$ cat src/include/pool_config.svh
`ifndef POOL_CONFIG_SVH
`define POOL_CONFIG_SVH

// input map side and pooling window
`define POOL_IFM_SIZE     10
`define POOL_KERNEL_SIZE  2
`define POOL_STRIDE       2

// output map side, (IFM - KERNEL) / STRIDE + 1
`define POOL_OFM_SIZE     5

`define POOL_PIXEL_WIDTH  8
`define POOL_CHANNELS     16

// latency of the max pool pipeline
`define POOL_PIPE_DEPTH   3

`endif
$ cat src/design/pool_pkg.sv
`include "pool_config.svh"

package pool_pkg;

    typedef logic [`POOL_PIXEL_WIDTH-1:0] pixel_t;

    typedef logic [$clog2(`POOL_IFM_SIZE * `POOL_IFM_SIZE)-1:0] ifm_addr_t;

    typedef logic [$clog2(`POOL_OFM_SIZE * `POOL_OFM_SIZE)-1:0] ofm_addr_t;

    typedef logic [$clog2(`POOL_CHANNELS)-1:0] chan_sel_t;

    // read sequencer
    typedef enum logic [1:0] {
        IDLE,
        READ,
        HOLD,
        FINISH
    } read_state_t;

    // which row of the map the incoming pairs belong to
    typedef enum logic [1:0] {
        FILL,
        POOL,
        SKIP
    } window_state_t;

    // output buffer ownership
    typedef enum logic {
        EMPTY,
        FULL
    } handoff_state_t;

endpackage

$ cat src/design/pool_layer_top.sv
`timescale 1ns/1ps

`include "pool_config.svh"

module pool_layer_top
(
    input  logic                clk,
    input  logic                reset,
    input  logic                ifm_wr_en,
    input  pool_pkg::ifm_addr_t ifm_wr_addr,
    input  pool_pkg::pixel_t    ifm_wr_data,
    input  logic                start_from_previous,
    output logic                end_to_previous,
    input  logic                conv_ready,
    input  pool_pkg::ofm_addr_t ofm_rd_addr,
    output pool_pkg::pixel_t    ofm_rd_data,
    input  logic                end_from_next,
    output logic                start_to_next,
    output pool_pkg::chan_sel_t ifm_sel_next
);

    import pool_pkg::*;

    logic      rd_en;
    ifm_addr_t rd_addr_a;
    pixel_t    rd_data_a;
    pixel_t    rd_data_b;
    logic      pair_valid;
    logic      pool_enable;
    pixel_t    upper_left;
    pixel_t    upper_right;
    pixel_t    pool_max;
    logic      ofm_wr_en;
    ofm_addr_t ofm_wr_addr;

    pool_ctrl i_ctrl
    (
        .clk                 (clk),
        .reset               (reset),
        .start_from_previous (start_from_previous),
        .conv_ready          (conv_ready),
        .end_from_next       (end_from_next),
        .end_to_previous     (end_to_previous),
        .rd_en               (rd_en),
        .rd_addr_a           (rd_addr_a),
        .pair_valid          (pair_valid),
        .pool_enable         (pool_enable),
        .ofm_wr_en           (ofm_wr_en),
        .ofm_wr_addr         (ofm_wr_addr),
        .start_to_next       (start_to_next),
        .ifm_sel_next        (ifm_sel_next)
    );

    ifm_buffer i_ifm_buffer
    (
        .clk       (clk),
        .wr_en     (ifm_wr_en),
        .wr_addr   (ifm_wr_addr),
        .wr_data   (ifm_wr_data),
        .rd_en     (rd_en),
        .rd_addr_a (rd_addr_a),
        .rd_data_a (rd_data_a),
        .rd_data_b (rd_data_b)
    );

    // current pair goes in, the pair one row up comes out
    line_fifo i_line_fifo
    (
        .clk       (clk),
        .reset     (reset),
        .shift     (pair_valid),
        .in_left   (rd_data_a),
        .in_right  (rd_data_b),
        .out_left  (upper_left),
        .out_right (upper_right)
    );

    max_pool_unit i_max_pool
    (
        .clk         (clk),
        .reset       (reset),
        .upper_left  (upper_left),
        .upper_right (upper_right),
        .lower_left  (rd_data_a),
        .lower_right (rd_data_b),
        .pool_max    (pool_max)
    );

    delay_line
    #(
        .WIDTH (1),
        .DEPTH (`POOL_PIPE_DEPTH)
    )
    i_wr_en_delay
    (
        .clk      (clk),
        .reset    (reset),
        .data_in  (pool_enable),
        .data_out (ofm_wr_en)
    );

    ofm_buffer i_ofm_buffer
    (
        .clk     (clk),
        .wr_en   (ofm_wr_en),
        .wr_addr (ofm_wr_addr),
        .wr_data (pool_max),
        .rd_addr (ofm_rd_addr),
        .rd_data (ofm_rd_data)
    );

endmodule

$ cat src/design/pool_ctrl.sv
`timescale 1ns/1ps

`include "pool_config.svh"

module pool_ctrl
(
    input  logic                  clk,
    input  logic                  reset,
    input  logic                  start_from_previous,
    input  logic                  conv_ready,
    input  logic                  end_from_next,
    output logic                  end_to_previous,
    output logic                  rd_en,
    output pool_pkg::ifm_addr_t   rd_addr_a,
    output logic                  pair_valid,
    output logic                  pool_enable,
    input  logic                  ofm_wr_en,
    output pool_pkg::ofm_addr_t   ofm_wr_addr,
    output logic                  start_to_next,
    output pool_pkg::chan_sel_t   ifm_sel_next
);

    import pool_pkg::*;

    localparam int PAIRS_PER_ROW = `POOL_IFM_SIZE / `POOL_KERNEL_SIZE;
    localparam int COL_W = $clog2(PAIRS_PER_ROW);
    localparam int ROW_W = $clog2(`POOL_IFM_SIZE);

    // address of the last pair in the map
    localparam ifm_addr_t LAST_PAIR_ADDR =
        ifm_addr_t'(`POOL_IFM_SIZE * `POOL_IFM_SIZE - `POOL_KERNEL_SIZE);
    // last pair of row 0, the line FIFO is full after it
    localparam ifm_addr_t FILL_ADDR = ifm_addr_t'(`POOL_IFM_SIZE - `POOL_KERNEL_SIZE);
    localparam ofm_addr_t LAST_OFM_ADDR =
        ofm_addr_t'(`POOL_OFM_SIZE * `POOL_OFM_SIZE - 1);
    localparam chan_sel_t LAST_CHANNEL = chan_sel_t'(`POOL_CHANNELS - 1);

    read_state_t    read_state;
    read_state_t    read_next;
    window_state_t  win_state;
    handoff_state_t handoff_state;

    logic             last_pair;
    logic             fill_point;
    logic [COL_W-1:0] col_cnt;
    logic [ROW_W-1:0] row_cnt;
    logic             row_end;
    logic             last_row;
    logic             last_write;

    assign last_pair  = (rd_addr_a == LAST_PAIR_ADDR);
    assign fill_point = (rd_addr_a == FILL_ADDR);

    always_ff @(posedge clk or posedge reset)
    begin
        if (reset)
            read_state <= IDLE;
        else
            read_state <= read_next;
    end

    always_comb
    begin
        read_next = read_state;
        case (read_state)
            IDLE, FINISH:
            begin
                if (start_from_previous)
                    read_next = READ;
            end
            READ:
            begin
                if (last_pair)
                    read_next = FINISH;
                else if (!conv_ready || (fill_point && handoff_state == FULL))
                    read_next = HOLD;
            end
            HOLD:
            begin
                // previous map must be handed off before row 1 is read
                if (conv_ready && handoff_state == EMPTY)
                    read_next = READ;
            end
            default:
                read_next = IDLE;
        endcase
    end

    assign rd_en           = (read_state == READ);
    assign end_to_previous = (read_state == IDLE) || (read_state == FINISH);

    always_ff @(posedge clk or posedge reset)
    begin
        if (reset)
            rd_addr_a <= '0;
        else if (rd_en)
            rd_addr_a <= last_pair ? '0 : ifm_addr_t'(rd_addr_a + `POOL_KERNEL_SIZE);
    end

    // read data shows up one cycle after rd_en
    always_ff @(posedge clk or posedge reset)
    begin
        if (reset)
            pair_valid <= 1'b0;
        else
            pair_valid <= rd_en;
    end

    // window tracker, counts pairs as they shift into the line FIFO
    assign row_end  = (col_cnt == COL_W'(PAIRS_PER_ROW - 1));
    assign last_row = (row_cnt == ROW_W'(`POOL_IFM_SIZE - 1));

    always_ff @(posedge clk or posedge reset)
    begin
        if (reset)
        begin
            col_cnt   <= '0;
            row_cnt   <= '0;
            win_state <= FILL;
        end
        else if (pair_valid)
        begin
            if (row_end)
            begin
                col_cnt <= '0;
                row_cnt <= last_row ? '0 : ROW_W'(row_cnt + 1'b1);
                case (win_state)
                    FILL:    win_state <= POOL;
                    POOL:    win_state <= last_row ? FILL : SKIP;
                    SKIP:    win_state <= POOL;
                    default: win_state <= FILL;
                endcase
            end
            else
            begin
                col_cnt <= COL_W'(col_cnt + 1'b1);
            end
        end
    end

    // odd rows meet their upper row at the FIFO output
    assign pool_enable = pair_valid && (win_state == POOL);

    assign last_write = ofm_wr_en && (ofm_wr_addr == LAST_OFM_ADDR);

    always_ff @(posedge clk or posedge reset)
    begin
        if (reset)
            ofm_wr_addr <= '0;
        else if (ofm_wr_en)
            ofm_wr_addr <= last_write ? '0 : ofm_addr_t'(ofm_wr_addr + 1'b1);
    end

    always_ff @(posedge clk or posedge reset)
    begin
        if (reset)
            handoff_state <= EMPTY;
        else
        begin
            case (handoff_state)
                EMPTY:
                begin
                    if (last_write)
                        handoff_state <= FULL;
                end
                FULL:
                begin
                    if (end_from_next)
                        handoff_state <= EMPTY;
                end
                default:
                    handoff_state <= EMPTY;
            endcase
        end
    end

    assign start_to_next = (handoff_state == FULL) && end_from_next;

    always_ff @(posedge clk or posedge reset)
    begin
        if (reset)
            ifm_sel_next <= '0;
        else if (start_to_next)
            ifm_sel_next <= (ifm_sel_next == LAST_CHANNEL) ? '0
                                                           : chan_sel_t'(ifm_sel_next + 1'b1);
    end

endmodule

$ cat src/design/ofm_buffer.sv
`timescale 1ns/1ps

`include "pool_config.svh"

module ofm_buffer
(
    input  logic                clk,
    input  logic                wr_en,
    input  pool_pkg::ofm_addr_t wr_addr,
    input  pool_pkg::pixel_t    wr_data,
    input  pool_pkg::ofm_addr_t rd_addr,
    output pool_pkg::pixel_t    rd_data
);

    import pool_pkg::*;

    localparam int DEPTH = `POOL_OFM_SIZE * `POOL_OFM_SIZE;

    pixel_t mem [DEPTH];

    always_ff @(posedge clk)
    begin
        if (wr_en)
            mem[wr_addr] <= wr_data;
    end

    // next layer sees data one cycle after the address
    always_ff @(posedge clk)
    begin
        rd_data <= mem[rd_addr];
    end

endmodule

$ cat src/design/max_pool_unit.sv
`timescale 1ns/1ps

`include "pool_config.svh"

module max_pool_unit
(
    input  logic             clk,
    input  logic             reset,
    input  pool_pkg::pixel_t upper_left,
    input  pool_pkg::pixel_t upper_right,
    input  pool_pkg::pixel_t lower_left,
    input  pool_pkg::pixel_t lower_right,
    output pool_pkg::pixel_t pool_max
);

    import pool_pkg::*;

    pixel_t ul_q;
    pixel_t ur_q;
    pixel_t ll_q;
    pixel_t lr_q;
    pixel_t upper_max_q;
    pixel_t lower_max_q;

    // the write enable delay is sized from the same depth
    if (`POOL_PIPE_DEPTH != 3)
    begin : g_depth_check
        $error("max_pool_unit has three stages, POOL_PIPE_DEPTH must be 3");
    end

    always_ff @(posedge clk or posedge reset)
    begin
        if (reset)
        begin
            ul_q        <= '0;
            ur_q        <= '0;
            ll_q        <= '0;
            lr_q        <= '0;
            upper_max_q <= '0;
            lower_max_q <= '0;
            pool_max    <= '0;
        end
        else
        begin
            ul_q        <= upper_left;
            ur_q        <= upper_right;
            ll_q        <= lower_left;
            lr_q        <= lower_right;
            upper_max_q <= (ul_q > ur_q) ? ul_q : ur_q;
            lower_max_q <= (ll_q > lr_q) ? ll_q : lr_q;
            pool_max    <= (upper_max_q > lower_max_q) ? upper_max_q : lower_max_q;
        end
    end

endmodule

$ cat src/design/line_fifo.sv
`timescale 1ns/1ps

`include "pool_config.svh"

module line_fifo
(
    input  logic             clk,
    input  logic             reset,
    input  logic             shift,
    input  pool_pkg::pixel_t in_left,
    input  pool_pkg::pixel_t in_right,
    output pool_pkg::pixel_t out_left,
    output pool_pkg::pixel_t out_right
);

    import pool_pkg::*;

    // one map row holds this many pairs
    localparam int PAIRS = `POOL_IFM_SIZE / `POOL_KERNEL_SIZE;

    pixel_t left_q  [PAIRS];
    pixel_t right_q [PAIRS];

    always_ff @(posedge clk or posedge reset)
    begin
        if (reset)
        begin
            for (int i = 0; i < PAIRS; i++)
            begin
                left_q[i]  <= '0;
                right_q[i] <= '0;
            end
        end
        else if (shift)
        begin
            left_q[0]  <= in_left;
            right_q[0] <= in_right;
            for (int i = 1; i < PAIRS; i++)
            begin
                left_q[i]  <= left_q[i-1];
                right_q[i] <= right_q[i-1];
            end
        end
    end

    // oldest pair, same column one row up
    assign out_left  = left_q[PAIRS-1];
    assign out_right = right_q[PAIRS-1];

endmodule

$ cat src/design/ifm_buffer.sv
`timescale 1ns/1ps

`include "pool_config.svh"

module ifm_buffer
(
    input  logic                clk,
    input  logic                wr_en,
    input  pool_pkg::ifm_addr_t wr_addr,
    input  pool_pkg::pixel_t    wr_data,
    input  logic                rd_en,
    input  pool_pkg::ifm_addr_t rd_addr_a,
    output pool_pkg::pixel_t    rd_data_a,
    output pool_pkg::pixel_t    rd_data_b
);

    import pool_pkg::*;

    localparam int DEPTH = `POOL_IFM_SIZE * `POOL_IFM_SIZE;

    pixel_t    mem [DEPTH];
    ifm_addr_t rd_addr_b;

    // port B reads the right-hand pixel of the pair
    assign rd_addr_b = ifm_addr_t'(rd_addr_a + 1'b1);

    always_ff @(posedge clk)
    begin
        if (wr_en)
            mem[wr_addr] <= wr_data;
    end

    always_ff @(posedge clk)
    begin
        if (rd_en)
        begin
            rd_data_a <= mem[rd_addr_a];
            rd_data_b <= mem[rd_addr_b];
        end
    end

endmodule

$ cat src/design/delay_line.sv
`timescale 1ns/1ps

module delay_line
#(
    parameter int WIDTH = 1,
    parameter int DEPTH = 3
)
(
    input  logic             clk,
    input  logic             reset,
    input  logic [WIDTH-1:0] data_in,
    output logic [WIDTH-1:0] data_out
);

    logic [WIDTH-1:0] stages [DEPTH];

    always_ff @(posedge clk or posedge reset)
    begin
        if (reset)
        begin
            for (int i = 0; i < DEPTH; i++)
                stages[i] <= '0;
        end
        else
        begin
            stages[0] <= data_in;
            for (int i = 1; i < DEPTH; i++)
                stages[i] <= stages[i-1];
        end
    end

    assign data_out = stages[DEPTH-1];

endmodule

$ cat config.mk
export PLATFORM = sky130hd
export DESIGN_NAME = pool_layer_top
export DESIGN_NICKNAME = d
export VERILOG_FILES = /design/src/design/pool_pkg.sv /design/src/design/pool_layer_top.sv /design/src/design/pool_ctrl.sv /design/src/design/ofm_buffer.sv /design/src/design/max_pool_unit.sv /design/src/design/line_fifo.sv /design/src/design/ifm_buffer.sv /design/src/design/delay_line.sv
export VERILOG_INCLUDE_DIRS = /design/src /design/src/include
export SDC_FILE = /design/constraint.sdc
export NUM_CORES = 1
export LEC_CHECK = 0
export ABC_AREA = 1
export BUFFER_PORTS_ARGS = -buffer_cell sky130_fd_sc_hd__buf_2
export CORE_UTILIZATION = 33
export CTS_CLUSTER_DIAMETER = 60
export DETAILED_ROUTE_END_ITERATION = 7
export PLACE_DENSITY_LB_ADDON = 0.2
export REMOVE_ABC_BUFFERS = 1
export SYNTH_ARGS = -nofsm -noshare
export SYNTH_HDL_FRONTEND = slang
export SYNTH_SLANG_ARGS = --single-unit
export TNS_END_PERCENT = 50
$ cat constraint.sdc
create_clock -name clk -period 7.1 [get_ports clk]
set_clock_uncertainty 0.15 [all_clocks]
set_input_delay 1.775 -clock clk [delete_from_list [all_inputs] [get_ports clk]]
set_output_delay 1.775 -clock clk [all_outputs]
set_load 0.005 [all_outputs]
== Word-level counts from Yosys, hierarchy flattened ==
Memory sizes are Yosys's and may differ from the RTL's. A register that Yosys moved wholly into a read port is not among the register bits.
Index checks and enable logic that the tools add are counted.
W data, S select, Z words.

* Memory bits (writable): 1,000
* Bits in registers: 168
* Input bits: 26
* Word-level logic and storage cells: 91
* Output and inout bits: 14
* Memories kept: 2

{| class="wikitable"
|+ Memories
! memory !! words !! bits a word !! rd ports !! clocked after Yosys merged registers in !! write ports !! line !! RTL
|-
| i_ifm_buffer.mem || 100 || 8 || 2 || 2 || 1 || ifm_buffer.sv:21 || <nowiki>pixel_t mem [DEPTH];</nowiki>
|-
| i_ofm_buffer.mem || 25 || 8 || 1 || 1 || 1 || ofm_buffer.sv:19 || <nowiki>pixel_t mem [DEPTH];</nowiki>
|}

* Bitwise logic cells: 1
* Equality and inequality tests: 14
* Reductions and logical operators: 14
* $lt $le $gt $ge: 3
* Mux-type cells: 22
* Add/sub/neg operators: 6

{| class="wikitable"
|+ Operator list
! cell !! number
|-
| $gt A8 B8 Y1 || 3
|-
| $mux W8 || 3
|-
| $mux W2 || 5
|-
| $add A4 B1 Y4 const B || 2
|-
| $eq A4 B4 Y1 const B || 2
|-
| $mux W4 || 2
|-
| $add A7 B1 Y7 const B || 1
|-
| $add A7 B2 Y7 const B || 1
|-
| $eq A7 B4 Y1 const B || 1
|-
| $eq A7 B7 Y1 const B || 1
|-
| $mux W7 || 1
|-
| $eq A2 B2 Y1 const B || 3
|-
| $mux W1 || 6
|-
| $pmux W2 S3 || 1
|-
| $add A5 B1 Y5 const B || 1
|-
| $eq A5 B5 Y1 const B || 1
|-
| $logic_and A1 B1 Y1 || 5
|-
| $mux W5 || 1
|-
| $eq A2 B1 Y1 const B || 2
|-
| $logic_not A2 Y1 || 2
|-
| $pmux W2 S2 || 1
|-
| $reduce_or A2 Y1 || 2
|-
| $add A3 B1 Y3 const B || 1
|-
| $eq A3 B3 Y1 const B || 1
|-
| 10 further kinds || 11
|}

== Depth between registers and ports, before layout ==
* Depth after elaboration: 6
* Gate-level depth with buffers: 13
* Mapped depth without buffers: 11

== By module ==
From an unflattened synthesis, not the netlist that was laid out.

* Cells, all modules: 6,664
* Area, all modules: 58,538.6 µm²

{| class="wikitable"
|+ Modules (own cells, without submodules)
! module !! instances !! sequential area each (µm²) !! cells each !! area an instance (µm²)
|-
| ifm_buffer || 1 || 24,503.5 || 5,063 || 42,514.5
|-
| ofm_buffer || 1 || 6,165.9 || 839 || 8,848.5
|-
| line_fifo || 1 || 2,001.9 || 355 || 3,176.8
|-
| max_pool_unit || 1 || 1,401.3 || 239 || 2,482.4
|-
| pool_ctrl || 1 || 700.7 || 164 || 1,437.6
|-
| delay_line || 1 || 75.1 || 4 || 78.8
|}

== Least setup slack after synthesis ==
No wires, ideal clock.

* Path kind: input port to output port
* Start: in end_from_next
* End: out start_to_next
* Stages: 2
* Slack: 3,205 ps
* Arrival: 1,970 ps
* Data required time: 5,175 ps
* Cell sequence: nand2_1 -> inv_1

* Cells in the longest elaborated chain, start to end: 1

{| class="wikitable"
|+ Ends and longest elaborated chain
! what !! line !! RTL
|-
| start, declared || pool_layer_top.sv:17 || <nowiki>input logic end_from_next,</nowiki>
|-
| $logic_and A1 B1 Y1 || pool_ctrl.sv:177 || <nowiki>assign start_to_next = (handoff_state == FULL) && end_from_next;</nowiki>
|-
| end, declared || pool_layer_top.sv:18 || <nowiki>output logic start_to_next,</nowiki>
|}

No other way between the ends.

== Worst setup path after layout ==
Same ends and word-level chain as after synthesis.

==> flow_metrics.env <==
export IMPL_path_cells="buf_2 -> nand2_1 -> inv_1 -> buf_2"
export IMPL_cts_root_buf="clkbuf_16"
export IMPL_cts_hold_buf=0
export IMPL_ys_seq_area_share_pct=69.05
export IMPL_drc=0
export IMPL_synth_cells=4925
export IMPL_status="finished, final reports clean"
export IMPL_num_io_pins=40
export IMPL_ys_types=31
export IMPL_wl_per_cell_microns=18.69
export IMPL_h_tree_depth=4
export IMPL_areaGrowthSynthToFinish_pct=12.34
export IMPL_wirelength_mm=131.8
export IMPL_cpPeakStageDelay_ns=0.18
export IMPL_initialDrtViolationCount=2608
export IMPL_grt_usage_pct=17.15
export IMPL_multi_input_area_sq_um=11850
export IMPL_crit_buf_inv=3
export IMPL_ys_ff_latch=1191
export IMPL_layout_common_cells="1454 x nand2_1, 1016 x edfxtp_1, 729 x inv_1"
export IMPL_vias_per_cell=4.630
export IMPL_whs_ns=0.2237
export IMPL_startpoint_type="input pin"
export IMPL_maxCapViolCount=0
export IMPL_p_per_area_nw_per_um2=370.1
export IMPL_cts_tree="built"
export IMPL_grt_max_degree=206
export IMPL_die_w_microns=393.1
export IMPL_setup_viol=0
export IMPL_cp_end_kind="output pin"
export IMPL_gp_congestion=0.8057
export IMPL_die_area_sq_um=154500
export IMPL_core_area_sq_um=151900
export IMPL_rsz0062_at_grt="no"
export IMPL_hp_class="reg2reg"
export IMPL_initial_utilization_pct=33.22
export IMPL_avgSynthCellArea_sq_um=10.25
export IMPL_antenna_found_initial=2
export IMPL_rows=143
export IMPL_grt_overflow=0
export IMPL_cts_buffer_depth=3
export IMPL_finalNetCount=4981
export IMPL_critPathRequiredTime_ns=5.18
export IMPL_n_fill_cell=15080
export IMPL_fmax_mhz=239.3
export IMPL_final_util_pct=37.32
export IMPL_first_pass_iters=5
export IMPL_period_share_pct=58.87
export IMPL_worstPathMaxFanout=5
export IMPL_cts_buffers=134
export IMPL_vias=32670
export IMPL_worst_pin_slew_ns=1.225
export IMPL_cp_common_cell="buf_2"
export IMPL_p_leak_nw=23.72
export IMPL_ys_warn_count=0
export IMPL_cts_resized=0
export IMPL_grt_pass1_wl_mm=198.3
export IMPL_hpwl_mm=77.20
export IMPL_die_y_microns=393.1
export IMPL_grt_pass1_vias=31680
export IMPL_min_period_ns=4.180
export IMPL_cts_setup_buffers=0
export IMPL_hold_viol=0
export IMPL_portBuffers=39
export IMPL_regArea_sq_um=34860
export IMPL_numClockSinks=1191
export IMPL_path_class="in2out"
export IMPL_mostFrequentLayoutCell="nand2_1"
export IMPL_worstSkewPairLatency_ns=0.76
export IMPL_cp_arrival_ns=2.25
export IMPL_syn_cell_area_sq_um=50470
export IMPL_drive_above_1_share_pct=5.373
export IMPL_slowest_stage="inv_1"
export IMPL_critPathTopFamily="buffers and inverters"
export IMPL_ant_nets=0
export IMPL_maxSlewViolCount=0
export IMPL_clk_pin_slew_worst_paths_ns=0.05
export IMPL_ir_drop_mv=0.2605
export IMPL_max_slew_margin_pct=18.13
## layer usage
layer	share of wire (%)	global-route usage, %
met1	45	23.36
met4	2.7	5.547
met3	5.7	3.271
met5	0.0068	0
met2	46	27.44
## cell usage after synthesis (all sizes together)
master	number	share of area [%]
nand2	1456	11
edfxtp	1016	60
inv	736	5.5
nor2	546	4.1
nand3	406	4.0
o21ai	175	1.7
dfrtp	167	8.3
buf	139	1.4
clkbuf	78	0.58
a21oi	50	0.50
o211ai	50	0.74
nor3	36	0.36
ha	34	0.84
dfxtp	8	0.32
o22ai	7	0.087
xor2	7	0.12
clkinv	4	0.030
nand4	4	0.050
xnor2	2	0.035
a31oi	1	0.012
mux2i	1	0.020
nor4	1	0.012
o21a	1	0.015
## kinds of logic after synthesis
group	share of synthesized area, %
compound gates	3.089
xor+xnor	0.1562
fa+ha+maj	0.8430
buf+inv	7.478
flops	69.05
mux	0.01984
simple gates	19.36
## through the flow
stage          power, W  instances  setup WS (ns)  cell area [sq um]  TNS, ns
2_1_floorplan   0.01260       4708         -5.696              49470  -128.41
3_3_place_gp    0.01461       6815          2.597              52580        0
3_5_place_dp    0.01464       6815          2.563              52580        0
4_1_cts         0.02123       7055          2.931              56690        0
5_1_grt         0.02216       7056          2.863              56690        0
6_report        0.02098       7056          2.920              56690        0
## final timing paths
path                                      startpoint                         to  slack, ns  cells after the start
max                                    end_from_next              start_to_next       2.92                      4
min                        i_ifm_buffer.rd_data_b[5]         i_max_pool.lr_q[5]       0.22                      0
max reg2reg                      i_ctrl.rd_addr_a[3]  i_ifm_buffer.rd_data_b[2]       3.08                     11
min reg2reg                i_ifm_buffer.rd_data_b[5]         i_max_pool.lr_q[5]       0.22                      0
max in group asynchronous                      reset         i_max_pool.ur_q[7]       4.87                      3
min in group asynchronous                      reset     i_ctrl.ifm_sel_next[0]       0.92                      2
## final cells by class
| type | instances | share of cell area (%) |
|---|---|---|
| inverter | 740 | 4.932 |
| clock inverter | 57 | 0.6731 |
| clock buffer | 183 | 6.583 |
| antenna | 1 | 0.004414 |
| multi-input combinational | 2777 | 20.90 |
| timing repair buffer | 77 | 0.9490 |
| tap | 2030 | 4.480 |
| sequential | 1191 | 61.48 |
## power breakdown
part	internal [W]	switching, W	total (W)
Sequential	0.00833	0.000550	0.00888
Combinational	0.00147	0.00407	0.00553
Clock	0.00376	0.00281	0.00657
## sequential cells by signal, indices dropped and copies added (netlist names), 32 cells and up
name                 flops
i_line_fifo.right_q     32
i_line_fifo.left_q      32
i_ofm_buffer.mem       200
i_ifm_buffer.mem       800
Note: power is estimated with default switching activity, not from simulation.
